## src/hdl/mmc_ro_pkg.sv

```systemverilog
`default_nettype none

package mmc_ro_pkg;

  typedef logic [7:0]  mmc_byte_t;
  typedef logic [31:0] cmd_arg_t;
  typedef logic [6:0]  crc7_t;

  localparam int CLK_DIV        = 4;   // clk cycles per MMC clock.
  localparam int INIT_CYCLES    = 74;
  localparam int BLOCK_LEN      = 512;
  localparam int BOOT_BLOCKS    = 2;
  localparam int CMD_FRAME_BITS = 48;
  localparam int CMD_CRC_BITS   = CMD_FRAME_BITS - 8; // Start, tx, index, arg.
  localparam int CMD_GAP_CYCLES = 8;   // Idle clocks between the two CMD0s.

  localparam logic [5:0] CMD_GO_IDLE = 6'd0;
  localparam cmd_arg_t   ARG_BOOT    = 32'hFFFFFFFA;
  localparam crc7_t      CRC7_POLY   = 7'h09;    // x^7 + x^3 + 1.
  localparam mmc_byte_t  DATA_START  = 8'h00;
  localparam mmc_byte_t  DATA_END    = 8'hFF;

  localparam int FIFO_DEPTH = 16;
  localparam int FIFO_AFULL = 12;

  localparam int DIV_W      = $clog2(CLK_DIV);
  localparam int SEQ_CNT_W  = $clog2(INIT_CYCLES);
  localparam int BLK_CNT_W  = $clog2(BOOT_BLOCKS + 1);
  localparam int BYTE_CNT_W = $clog2(BLOCK_LEN);
  localparam int FIFO_AW    = $clog2(FIFO_DEPTH);

  typedef enum logic [2:0] {
    SEQ_INIT, SEQ_CMD_IDLE, SEQ_CMD_BOOT, SEQ_STREAM, SEQ_CMD_END, SEQ_DONE
  } seq_state_t;

  typedef enum logic [1:0] {RX_WAIT_START, RX_DATA, RX_END} rx_state_t;

endpackage

`default_nettype wire

```

## src/hdl/mmc_cmd_seq.sv

```systemverilog
`timescale 1ns/1ps
`default_nettype none

module mmc_cmd_seq (
  input  wire  clk,
  input  wire  arst_n,
  input  wire  afull,
  input  wire  block_done,
  output logic mmc_clk,
  output logic mmc_cmd_o,
  output logic mmc_cmd_oen,
  output logic sample_en,
  output logic stream_en
);

  mmc_ro_pkg::seq_state_t                   state;
  mmc_ro_pkg::seq_state_t                   next_state;
  logic [mmc_ro_pkg::DIV_W-1:0]             div_cnt;
  logic [mmc_ro_pkg::SEQ_CNT_W-1:0]         cnt;     // Idle clocks or frame bit index.
  logic [mmc_ro_pkg::BLK_CNT_W-1:0]         blk_cnt;
  logic [mmc_ro_pkg::CMD_CRC_BITS-1:0]      shreg;
  mmc_ro_pkg::crc7_t                        crc;
  mmc_ro_pkg::crc7_t                        crc_step;
  mmc_ro_pkg::cmd_arg_t                     load_arg;
  logic                                     load;
  logic                                     frame_act;
  logic                                     frame_end;
  logic                                     cmd_bit;
  logic                                     run;
  logic                                     rise;
  logic                                     fall;

  // Rising edge waits at the end of the low phase while the FIFO is nearly full.
  assign run       = (state != mmc_ro_pkg::SEQ_DONE);
  assign rise      = run && !afull && (div_cnt == mmc_ro_pkg::DIV_W'(mmc_ro_pkg::CLK_DIV - 1));
  assign fall      = (div_cnt == mmc_ro_pkg::DIV_W'(mmc_ro_pkg::CLK_DIV / 2 - 1));
  assign sample_en = rise;
  assign stream_en = (state == mmc_ro_pkg::SEQ_STREAM);
  assign frame_end = fall && (cnt == mmc_ro_pkg::SEQ_CNT_W'(mmc_ro_pkg::CMD_FRAME_BITS - 1));

  always_ff @(posedge clk or negedge arst_n) begin
    if (!arst_n) begin
      div_cnt <= mmc_ro_pkg::DIV_W'(mmc_ro_pkg::CLK_DIV - 1); // First rise right away.
      mmc_clk <= 1'b0;
    end else if (rise) begin
      div_cnt <= '0;
      mmc_clk <= 1'b1;
    end else if (div_cnt != mmc_ro_pkg::DIV_W'(mmc_ro_pkg::CLK_DIV - 1)) begin
      div_cnt <= div_cnt + 1'b1;
      if (fall) mmc_clk <= 1'b0;
    end
  end

  // Serial CRC7 over the bit now on the line.
  assign crc_step = {crc[5:0], 1'b0} ^
                    ((shreg[mmc_ro_pkg::CMD_CRC_BITS-1] ^ crc[6]) ? mmc_ro_pkg::CRC7_POLY : '0);

  always_comb begin
    if (cnt < mmc_ro_pkg::SEQ_CNT_W'(mmc_ro_pkg::CMD_CRC_BITS)) begin
      cmd_bit = shreg[mmc_ro_pkg::CMD_CRC_BITS-1];
    end else if (cnt < mmc_ro_pkg::SEQ_CNT_W'(mmc_ro_pkg::CMD_FRAME_BITS - 1)) begin
      cmd_bit = crc[6];
    end else begin
      cmd_bit = 1'b1; // End bit.
    end
  end

  assign mmc_cmd_o   = frame_act ? cmd_bit : 1'b1;
  assign mmc_cmd_oen = !frame_act;

  // Steps once per MMC clock, on the falling edge.
  always_comb begin
    next_state = state;
    load       = 1'b0;
    load_arg   = '0;
    if (fall) begin
      case (state)
        mmc_ro_pkg::SEQ_INIT:
          if (cnt == mmc_ro_pkg::SEQ_CNT_W'(mmc_ro_pkg::INIT_CYCLES - 1)) begin
            load       = 1'b1;
            next_state = mmc_ro_pkg::SEQ_CMD_IDLE;
          end
        mmc_ro_pkg::SEQ_CMD_IDLE:
          if (cnt == mmc_ro_pkg::SEQ_CNT_W'(mmc_ro_pkg::CMD_FRAME_BITS +
                                            mmc_ro_pkg::CMD_GAP_CYCLES - 1)) begin
            load       = 1'b1;
            load_arg   = mmc_ro_pkg::ARG_BOOT;
            next_state = mmc_ro_pkg::SEQ_CMD_BOOT;
          end
        mmc_ro_pkg::SEQ_CMD_BOOT:
          if (frame_end) next_state = mmc_ro_pkg::SEQ_STREAM;
        mmc_ro_pkg::SEQ_STREAM:
          if (blk_cnt == mmc_ro_pkg::BLK_CNT_W'(mmc_ro_pkg::BOOT_BLOCKS)) begin
            load       = 1'b1; // Closing CMD0 ends the boot.
            next_state = mmc_ro_pkg::SEQ_CMD_END;
          end
        mmc_ro_pkg::SEQ_CMD_END:
          if (frame_end) next_state = mmc_ro_pkg::SEQ_DONE;
        default: next_state = state;
      endcase
    end
  end

  always_ff @(posedge clk or negedge arst_n) begin
    if (!arst_n) begin
      state     <= mmc_ro_pkg::SEQ_INIT;
      cnt       <= '0;
      blk_cnt   <= '0;
      frame_act <= 1'b0;
      crc       <= '0;
    end else begin
      state <= next_state;
      if (block_done && blk_cnt != mmc_ro_pkg::BLK_CNT_W'(mmc_ro_pkg::BOOT_BLOCKS)) begin
        blk_cnt <= blk_cnt + 1'b1;
      end
      if (load) begin
        cnt       <= '0;
        crc       <= '0;
        frame_act <= 1'b1;
      end else if (fall) begin
        cnt <= cnt + 1'b1;
        if (frame_end) frame_act <= 1'b0;
        if (frame_act) begin
          crc <= (cnt < mmc_ro_pkg::SEQ_CNT_W'(mmc_ro_pkg::CMD_CRC_BITS)) ? crc_step
                                                                          : {crc[5:0], 1'b0};
        end
      end
    end
  end

  always_ff @(posedge clk) begin
    if (load) begin
      shreg <= {1'b0, 1'b1, mmc_ro_pkg::CMD_GO_IDLE, load_arg};
    end else if (fall && frame_act) begin
      shreg <= shreg << 1;
    end
  end

  // Card must see no edge while the buffer is close to full.
  a_no_sample_afull: assert property (@(posedge clk) disable iff (!arst_n)
    afull |-> !sample_en ##1 !$rose(mmc_clk));

  // Command line only moves with the falling edge.
  a_cmd_on_fall: assert property (@(posedge clk) disable iff (!arst_n)
    $changed(mmc_cmd_o) |-> !mmc_clk);

endmodule

`default_nettype wire

```

## src/hdl/mmc_data_rx.sv

```systemverilog
`timescale 1ns/1ps
`default_nettype none

module mmc_data_rx (
  input  wire                   clk,
  input  wire                   arst_n,
  input  wire                   sample_en,
  input  wire                   stream_en,
  input  wire mmc_ro_pkg::mmc_byte_t mmc_data_i,
  output logic                  rx_valid,
  output mmc_ro_pkg::mmc_byte_t rx_byte,
  output logic                  block_done,
  output logic                  frame_err
);

  mmc_ro_pkg::rx_state_t               state;
  logic [mmc_ro_pkg::BYTE_CNT_W-1:0]   byte_cnt;
  logic                                take;
  logic                                last_byte;

  assign take      = stream_en && sample_en;
  assign last_byte = (byte_cnt == mmc_ro_pkg::BYTE_CNT_W'(mmc_ro_pkg::BLOCK_LEN - 1));

  always_ff @(posedge clk or negedge arst_n) begin
    if (!arst_n) begin
      state      <= mmc_ro_pkg::RX_WAIT_START;
      byte_cnt   <= '0;
      rx_valid   <= 1'b0;
      block_done <= 1'b0;
      frame_err  <= 1'b0;
    end else begin
      rx_valid   <= 1'b0;
      block_done <= 1'b0;
      if (!stream_en) begin
        state <= mmc_ro_pkg::RX_WAIT_START; // Outside the boot window.
      end else if (take) begin
        case (state)
          mmc_ro_pkg::RX_WAIT_START: begin
            // Anything but the token is idle bus.
            if (mmc_data_i == mmc_ro_pkg::DATA_START) begin
              state    <= mmc_ro_pkg::RX_DATA;
              byte_cnt <= '0;
            end
          end
          mmc_ro_pkg::RX_DATA: begin
            rx_valid <= 1'b1;
            byte_cnt <= byte_cnt + 1'b1;
            if (last_byte) state <= mmc_ro_pkg::RX_END;
          end
          mmc_ro_pkg::RX_END: begin
            block_done <= 1'b1;
            if (mmc_data_i != mmc_ro_pkg::DATA_END) begin
              frame_err <= 1'b1; // Sticky until reset.
            end
            state <= mmc_ro_pkg::RX_WAIT_START;
          end
          default: state <= mmc_ro_pkg::RX_WAIT_START;
        endcase
      end
    end
  end

  // Byte lands with rx_valid one cycle after the sample.
  always_ff @(posedge clk) begin
    if (take && state == mmc_ro_pkg::RX_DATA) begin
      rx_byte <= mmc_data_i;
    end
  end

endmodule

`default_nettype wire

```

## src/hdl/byte_fifo.sv

```systemverilog
`timescale 1ns/1ps
`default_nettype none

module byte_fifo (
  input  wire                   clk,
  input  wire                   arst_n,
  input  wire                   wr_en,
  input  wire mmc_ro_pkg::mmc_byte_t wr_data,
  input  wire                   rd_en,
  output mmc_ro_pkg::mmc_byte_t rd_data,
  output logic                  empty,
  output logic                  afull
);

  mmc_ro_pkg::mmc_byte_t             mem [mmc_ro_pkg::FIFO_DEPTH];
  logic [mmc_ro_pkg::FIFO_AW-1:0]    wr_ptr;
  logic [mmc_ro_pkg::FIFO_AW-1:0]    rd_ptr;
  logic [mmc_ro_pkg::FIFO_AW:0]      count;
  logic                              full;

  assign empty = (count == '0);
  assign full  = (count == (mmc_ro_pkg::FIFO_AW + 1)'(mmc_ro_pkg::FIFO_DEPTH));
  assign afull = (count >= (mmc_ro_pkg::FIFO_AW + 1)'(mmc_ro_pkg::FIFO_AFULL));

  always_ff @(posedge clk) begin
    if (wr_en) mem[wr_ptr] <= wr_data;
    if (rd_en) rd_data <= mem[rd_ptr]; // Registered read.
  end

  // Pointers wrap on their own, depth is a power of two.
  always_ff @(posedge clk or negedge arst_n) begin
    if (!arst_n) begin
      wr_ptr <= '0;
      rd_ptr <= '0;
      count  <= '0;
    end else begin
      if (wr_en) wr_ptr <= wr_ptr + 1'b1;
      if (rd_en) rd_ptr <= rd_ptr + 1'b1;
      case ({wr_en, rd_en})
        2'b10:   count <= count + 1'b1;
        2'b01:   count <= count - 1'b1;
        default: count <= count;
      endcase
    end
  end

  // The MMC stall upstream keeps this from filling.
  a_no_overflow: assert property (@(posedge clk) disable iff (!arst_n)
    wr_en |-> !full);

  a_no_underflow: assert property (@(posedge clk) disable iff (!arst_n)
    rd_en |-> !empty);

endmodule

`default_nettype wire

```

## src/hdl/user_stream_out.sv

```systemverilog
`timescale 1ns/1ps
`default_nettype none

module user_stream_out (
  input  wire                   clk,
  input  wire                   arst_n,
  input  wire                   empty,
  input  wire mmc_ro_pkg::mmc_byte_t rd_data,
  input  wire                   user_rdy,
  output logic                  rd_en,
  output mmc_ro_pkg::mmc_byte_t user_data_o,
  output logic                  user_data_strb
);

  // Pop only while the user can take the byte next cycle.
  assign rd_en = user_rdy && !empty;

  always_ff @(posedge clk or negedge arst_n) begin
    if (!arst_n) begin
      user_data_strb <= 1'b0;
    end else begin
      user_data_strb <= rd_en; // Lines up with the FIFO read register.
    end
  end

  // Bus idles at zero between strobes.
  assign user_data_o = user_data_strb ? rd_data : '0;

  a_strb_after_rdy: assert property (@(posedge clk) disable iff (!arst_n)
    user_data_strb |-> $past(user_rdy) && $past(!empty));

endmodule

`default_nettype wire

```

## src/hdl/mmc_ro.sv

```systemverilog
`timescale 1ns/1ps
`default_nettype none

module mmc_ro (
  input  wire                   clk,
  input  wire                   arst_n,
  input  wire                   mmc_cmd_i,  // No responses expected.
  input  wire mmc_ro_pkg::mmc_byte_t mmc_data_i,
  input  wire                   user_rdy,
  output logic                  mmc_clk,
  output logic                  mmc_cmd_o,
  output logic                  mmc_cmd_oen,
  output mmc_ro_pkg::mmc_byte_t user_data_o,
  output logic                  user_data_strb,
  output logic                  frame_err
);

  logic                  afull;
  logic                  empty;
  logic                  block_done;
  logic                  sample_en;
  logic                  stream_en;
  logic                  rx_valid;
  logic                  rd_en;
  mmc_ro_pkg::mmc_byte_t rx_byte;
  mmc_ro_pkg::mmc_byte_t rd_data;

  mmc_cmd_seq u_cmd_seq (
    .clk         (clk),
    .arst_n      (arst_n),
    .afull       (afull),
    .block_done  (block_done),
    .mmc_clk     (mmc_clk),
    .mmc_cmd_o   (mmc_cmd_o),
    .mmc_cmd_oen (mmc_cmd_oen),
    .sample_en   (sample_en),
    .stream_en   (stream_en)
  );

  mmc_data_rx u_data_rx (
    .clk        (clk),
    .arst_n     (arst_n),
    .sample_en  (sample_en),
    .stream_en  (stream_en),
    .mmc_data_i (mmc_data_i),
    .rx_valid   (rx_valid),
    .rx_byte    (rx_byte),
    .block_done (block_done),
    .frame_err  (frame_err)
  );

  byte_fifo u_fifo (
    .clk     (clk),
    .arst_n  (arst_n),
    .wr_en   (rx_valid),
    .wr_data (rx_byte),
    .rd_en   (rd_en),
    .rd_data (rd_data),
    .empty   (empty),
    .afull   (afull)
  );

  user_stream_out u_stream_out (
    .clk            (clk),
    .arst_n         (arst_n),
    .empty          (empty),
    .rd_data        (rd_data),
    .user_rdy       (user_rdy),
    .rd_en          (rd_en),
    .user_data_o    (user_data_o),
    .user_data_strb (user_data_strb)
  );

endmodule

`default_nettype wire

```

## config.mk

```make
export PLATFORM = sky130hd
export DESIGN_NAME = mmc_ro
export DESIGN_NICKNAME = d
export VERILOG_FILES = /design/src/hdl/mmc_ro_pkg.sv /design/src/hdl/mmc_cmd_seq.sv /design/src/hdl/mmc_data_rx.sv /design/src/hdl/byte_fifo.sv /design/src/hdl/user_stream_out.sv /design/src/hdl/mmc_ro.sv
export SDC_FILE = /design/constraint.sdc
export NUM_CORES = 1
export LEC_CHECK = 0
export BUFFER_PORTS_ARGS = -buffer_cell sky130_fd_sc_hd__clkbuf_2
export CORE_ASPECT_RATIO = 2
export CORE_UTILIZATION = 62
export DETAILED_ROUTE_END_ITERATION = 8
export PLACE_DENSITY = 0.79
export SLEW_MARGIN = 20
export SYNTH_ARGS = -nofsm -noshare
export SYNTH_HDL_FRONTEND = slang
export SYNTH_SLANG_ARGS = --single-unit
```

## constraint.sdc

```tcl
create_clock -name clk -period 5 [get_ports clk]
set_input_delay 1 -clock clk [delete_from_list [all_inputs] [get_ports clk]]
set_output_delay 1 -clock clk [all_outputs]
set_load 0.02 [all_outputs]
```

==> flow_summary.ini <==
[power]
peakVddDrop_uv = 385.4
power_density_mw_per_mm2 = 457.5
leakagePower_nw = 3.760

[yosys]
syn-cell-area_mm2 = 0.009572
synth_edf_count = 175
async_flop_share_pct = 21.79
seq_area_frac_synth_pct = 69.93
syn_inst = 607
synth_ff_type = edfxtp_1
ys_types = 46
synth.avg_cell_area_um2 = 15.77
syn_nets = 634
yosysWarnings = 0
ys_ff_latch = 234

[sta]
post-route-min-period_ps = 3152
hold_viol_final = 0
maxSlewViolCount = 0
rsz0062_at_grt = no
tns_ps = 0
setup_viol = 0
fin_crit_sh_pct = 63.03
fmax_mhz = 317.3
tightest_slew_ps = 1106
finClkSkew_ps = 6.099
relSlewSlack_pct = 25.99

[global_route]
antenna_found_initial = 0
grt_use_total_pct = 23.43
grt-ovfl-total = 0
grt_max_degree = 52
grt_pass1_wl_um = 28280
grt_pass1_vias = 5332

[clocking]
post_cts_buffers = 0
cts_tree = built
cts.htree.levels = 1
clkLatencyLatePin_ps = 480
cts_resized = 0
ctsRootBufferMaster = clkbuf_16
clock_sinks = 234
clk_pin_slew_ps = 70
postCtsHoldBufs = 0
clock_path_buffers = 3
cts_buffers = 20

[worst_setup_path]
critical_path_buf_inv_count = 1
worst_setup_path_start_kind = flop
crit_family = simple AND/OR/NAND/NOR gates
slowest_delay_ps = 620
worstPathArrival_ps = 2150
critPathKind = flop to output port
cp_slowest_cell = or4b_2
regToRegSetupSlack_ps = 2030
crit_required_ps = 4000
worstPathCellList = and3_1, or4b_2, o22ai_1, nand2_1, clkbuf_2
end_kind = output port
path_max_fanout = 4

[final_layout]
num-fill-cells = 986
final_cell_mix = edfxtp_1, nand2_1, dfrtp_1
layout-drive-gt1-share_pct = 17.62
area.growth.synth_to_final_pct = 9.961
num_antenna_cells = 0
layout_commonest_cell = edfxtp_1
final_area_mm2 = 0.01053
layoutNonFillerInstCount = 842
fin_util_pct = 70.28
nets = 660

[status]
status = complete, no violations

[placement]
gp_congestion = 0.8391
dp_cells = 806
dpl.hpwl_um = 11880
dpl-instance-area_mm2 = 0.009868
numPortBuffers = 23

[floorplan]
initial_core_util_pct = 63.91
ioPinCount = 25
die_h_um = 177.7
die_x_um = 89.86
die_area_mm2 = 0.01597
fp.coreArea_mm2 = 0.01498
core.rowCount = 63

[route]
wl_per_cell_um = 20.87
drtPass1Iterations = 5
vias = 5092
drt-initial-drc-count = 248
wirelength_um = 17570
ant_nets = 0
avgViaCountPerCell = 6.048
drc_errors = 0

[min_path]
min_path_type = flop to flop

[flow_run]
cap_violations = 0
-- state kept, by name (all words and copies together), names as in the netlist --
register,count
u_fifo.count,5
u_cmd_seq.cnt,7
u_data_rx.rx_byte,8
u_cmd_seq.frame_act,1
u_cmd_seq.state,3
u_cmd_seq.mmc_clk,1
u_data_rx.state,2
u_cmd_seq.crc,7
u_fifo.rd_ptr,4
u_fifo.rd_data,8
u_cmd_seq.div_cnt,2
u_cmd_seq.shreg,39
u_data_rx.block_done,1
u_cmd_seq.blk_cnt,2
u_fifo.mem,128
u_stream_out.user_data_strb,1
u_data_rx.rx_valid,1
u_data_rx.byte_cnt,9
u_data_rx.frame_err,1
u_fifo.wr_ptr,4
-- metrics by stage --
step | hold slack (ps) | power [mW] | worst slack [ps]
finish | 459.6 | 4.815 | 1848
global route | 478.2 | 5.014 | 1777
CTS | 460.1 | 4.857 | 1835
detailed placement | 448.7 | 3.341 | 1959
global placement | 438.4 | 3.299 | 2031
floorplan | 432.1 | 3.116 | 1657
-- cell type report --
type	count	area, um2	area share, %
Tap cell	195	244.0	2.318
Inverter	14	52.55	0.4993
Clock inverter	6	53.80	0.5112
Clock buffer	30	601.8	5.718
Timing Repair Buffer	33	190.2	1.807
Sequential cell	234	6695	63.61
Multi-Input combinational cell	330	2688	25.53
-- cell usage after synthesis, drive strengths merged (2+ instances only) --
master	instances	area, um2
inv	14	52.55
and2	9	56.30
nand4b	2	17.52
nor3b	2	15.01
ha	15	187.7
mux4	40	900.9
o21ai	13	65.06
dfrtp	49	1226
dfxtp	8	160.2
nor4	4	25.02
xor2	10	87.58
dfstp	2	52.55
a22o	5	43.79
xnor2	11	96.34
a21o	36	270.3
nand3	7	35.03
mux2	2	22.52
nor3	10	50.05
a211oi	2	15.01
clkbuf	19	71.32
and3	4	25.02
a211o	2	17.52
nand4	7	43.79
nand3b	4	30.03
or3	2	12.51
a22oi	2	15.01
buf	10	67.56
nand2	53	198.9
nand2b	11	68.82
nor2	39	146.4
o21bai	3	22.52
a21oi	23	115.1
nor2b	3	18.77
edfxtp	175	5255
-- power breakdown --
group          leakage (nW)  switching (mW)  internal, mW
clock                 0.327           0.639         0.885
sequential             2.25           0.169          2.21
combinational          1.18           0.420         0.496
total                  3.76            1.23          3.59
-- worst reg2reg max path, stage by stage (launching register included) --
cell and delay [ps]:
dfrtp_1 410, inv_1 70, ha_1 150, nand4b_1 80
or3_1 340, or3_1 350, a31oi_2 140, buf_4 280
nand2b_1 440, buf_4 370
-- path summary, 6_finish.rpt --
check                                          from                    end  cells past startpoint
min in group asynchronous                    arst_n  u_data_rx.byte_cnt[5]                      2
worst max-delay path               u_cmd_seq.cnt[0]              mmc_cmd_o                      5
worst min register to register  u_cmd_seq.shreg[32]    u_cmd_seq.shreg[32]                      2
max in group asynchronous                    arst_n       u_fifo.rd_ptr[0]                      2
worst max register to register     u_cmd_seq.cnt[1]    u_cmd_seq.shreg[26]                      9
worst min-delay path            u_cmd_seq.shreg[32]    u_cmd_seq.shreg[32]                      2
-- logic make-up (layout without fill, tap and decap cells) --
family,Yosys count,count (layout),synth area share (%)
flip-flops,234,234,69.93
buffers and inverters,43,83,2.000
AND/OR/NAND/NOR,159,159,7.961
multiplexers,42,42,9.647
adder cells (fa/ha/maj),15,15,1.961
XOR/XNOR,21,21,1.922
AO/OA/AOI/OAI,93,93,6.575
-- routing by layer --
metal	vias up	wire length, um	global-route usage [%]
li1	2343	-	-
met1	2595	6098	24.16
met2	117	10550	47.40
met3	37	508	3.128
met4	0	418	8.333
met5	-	0	0
Note: power is estimated with default switching activity, not from simulation.
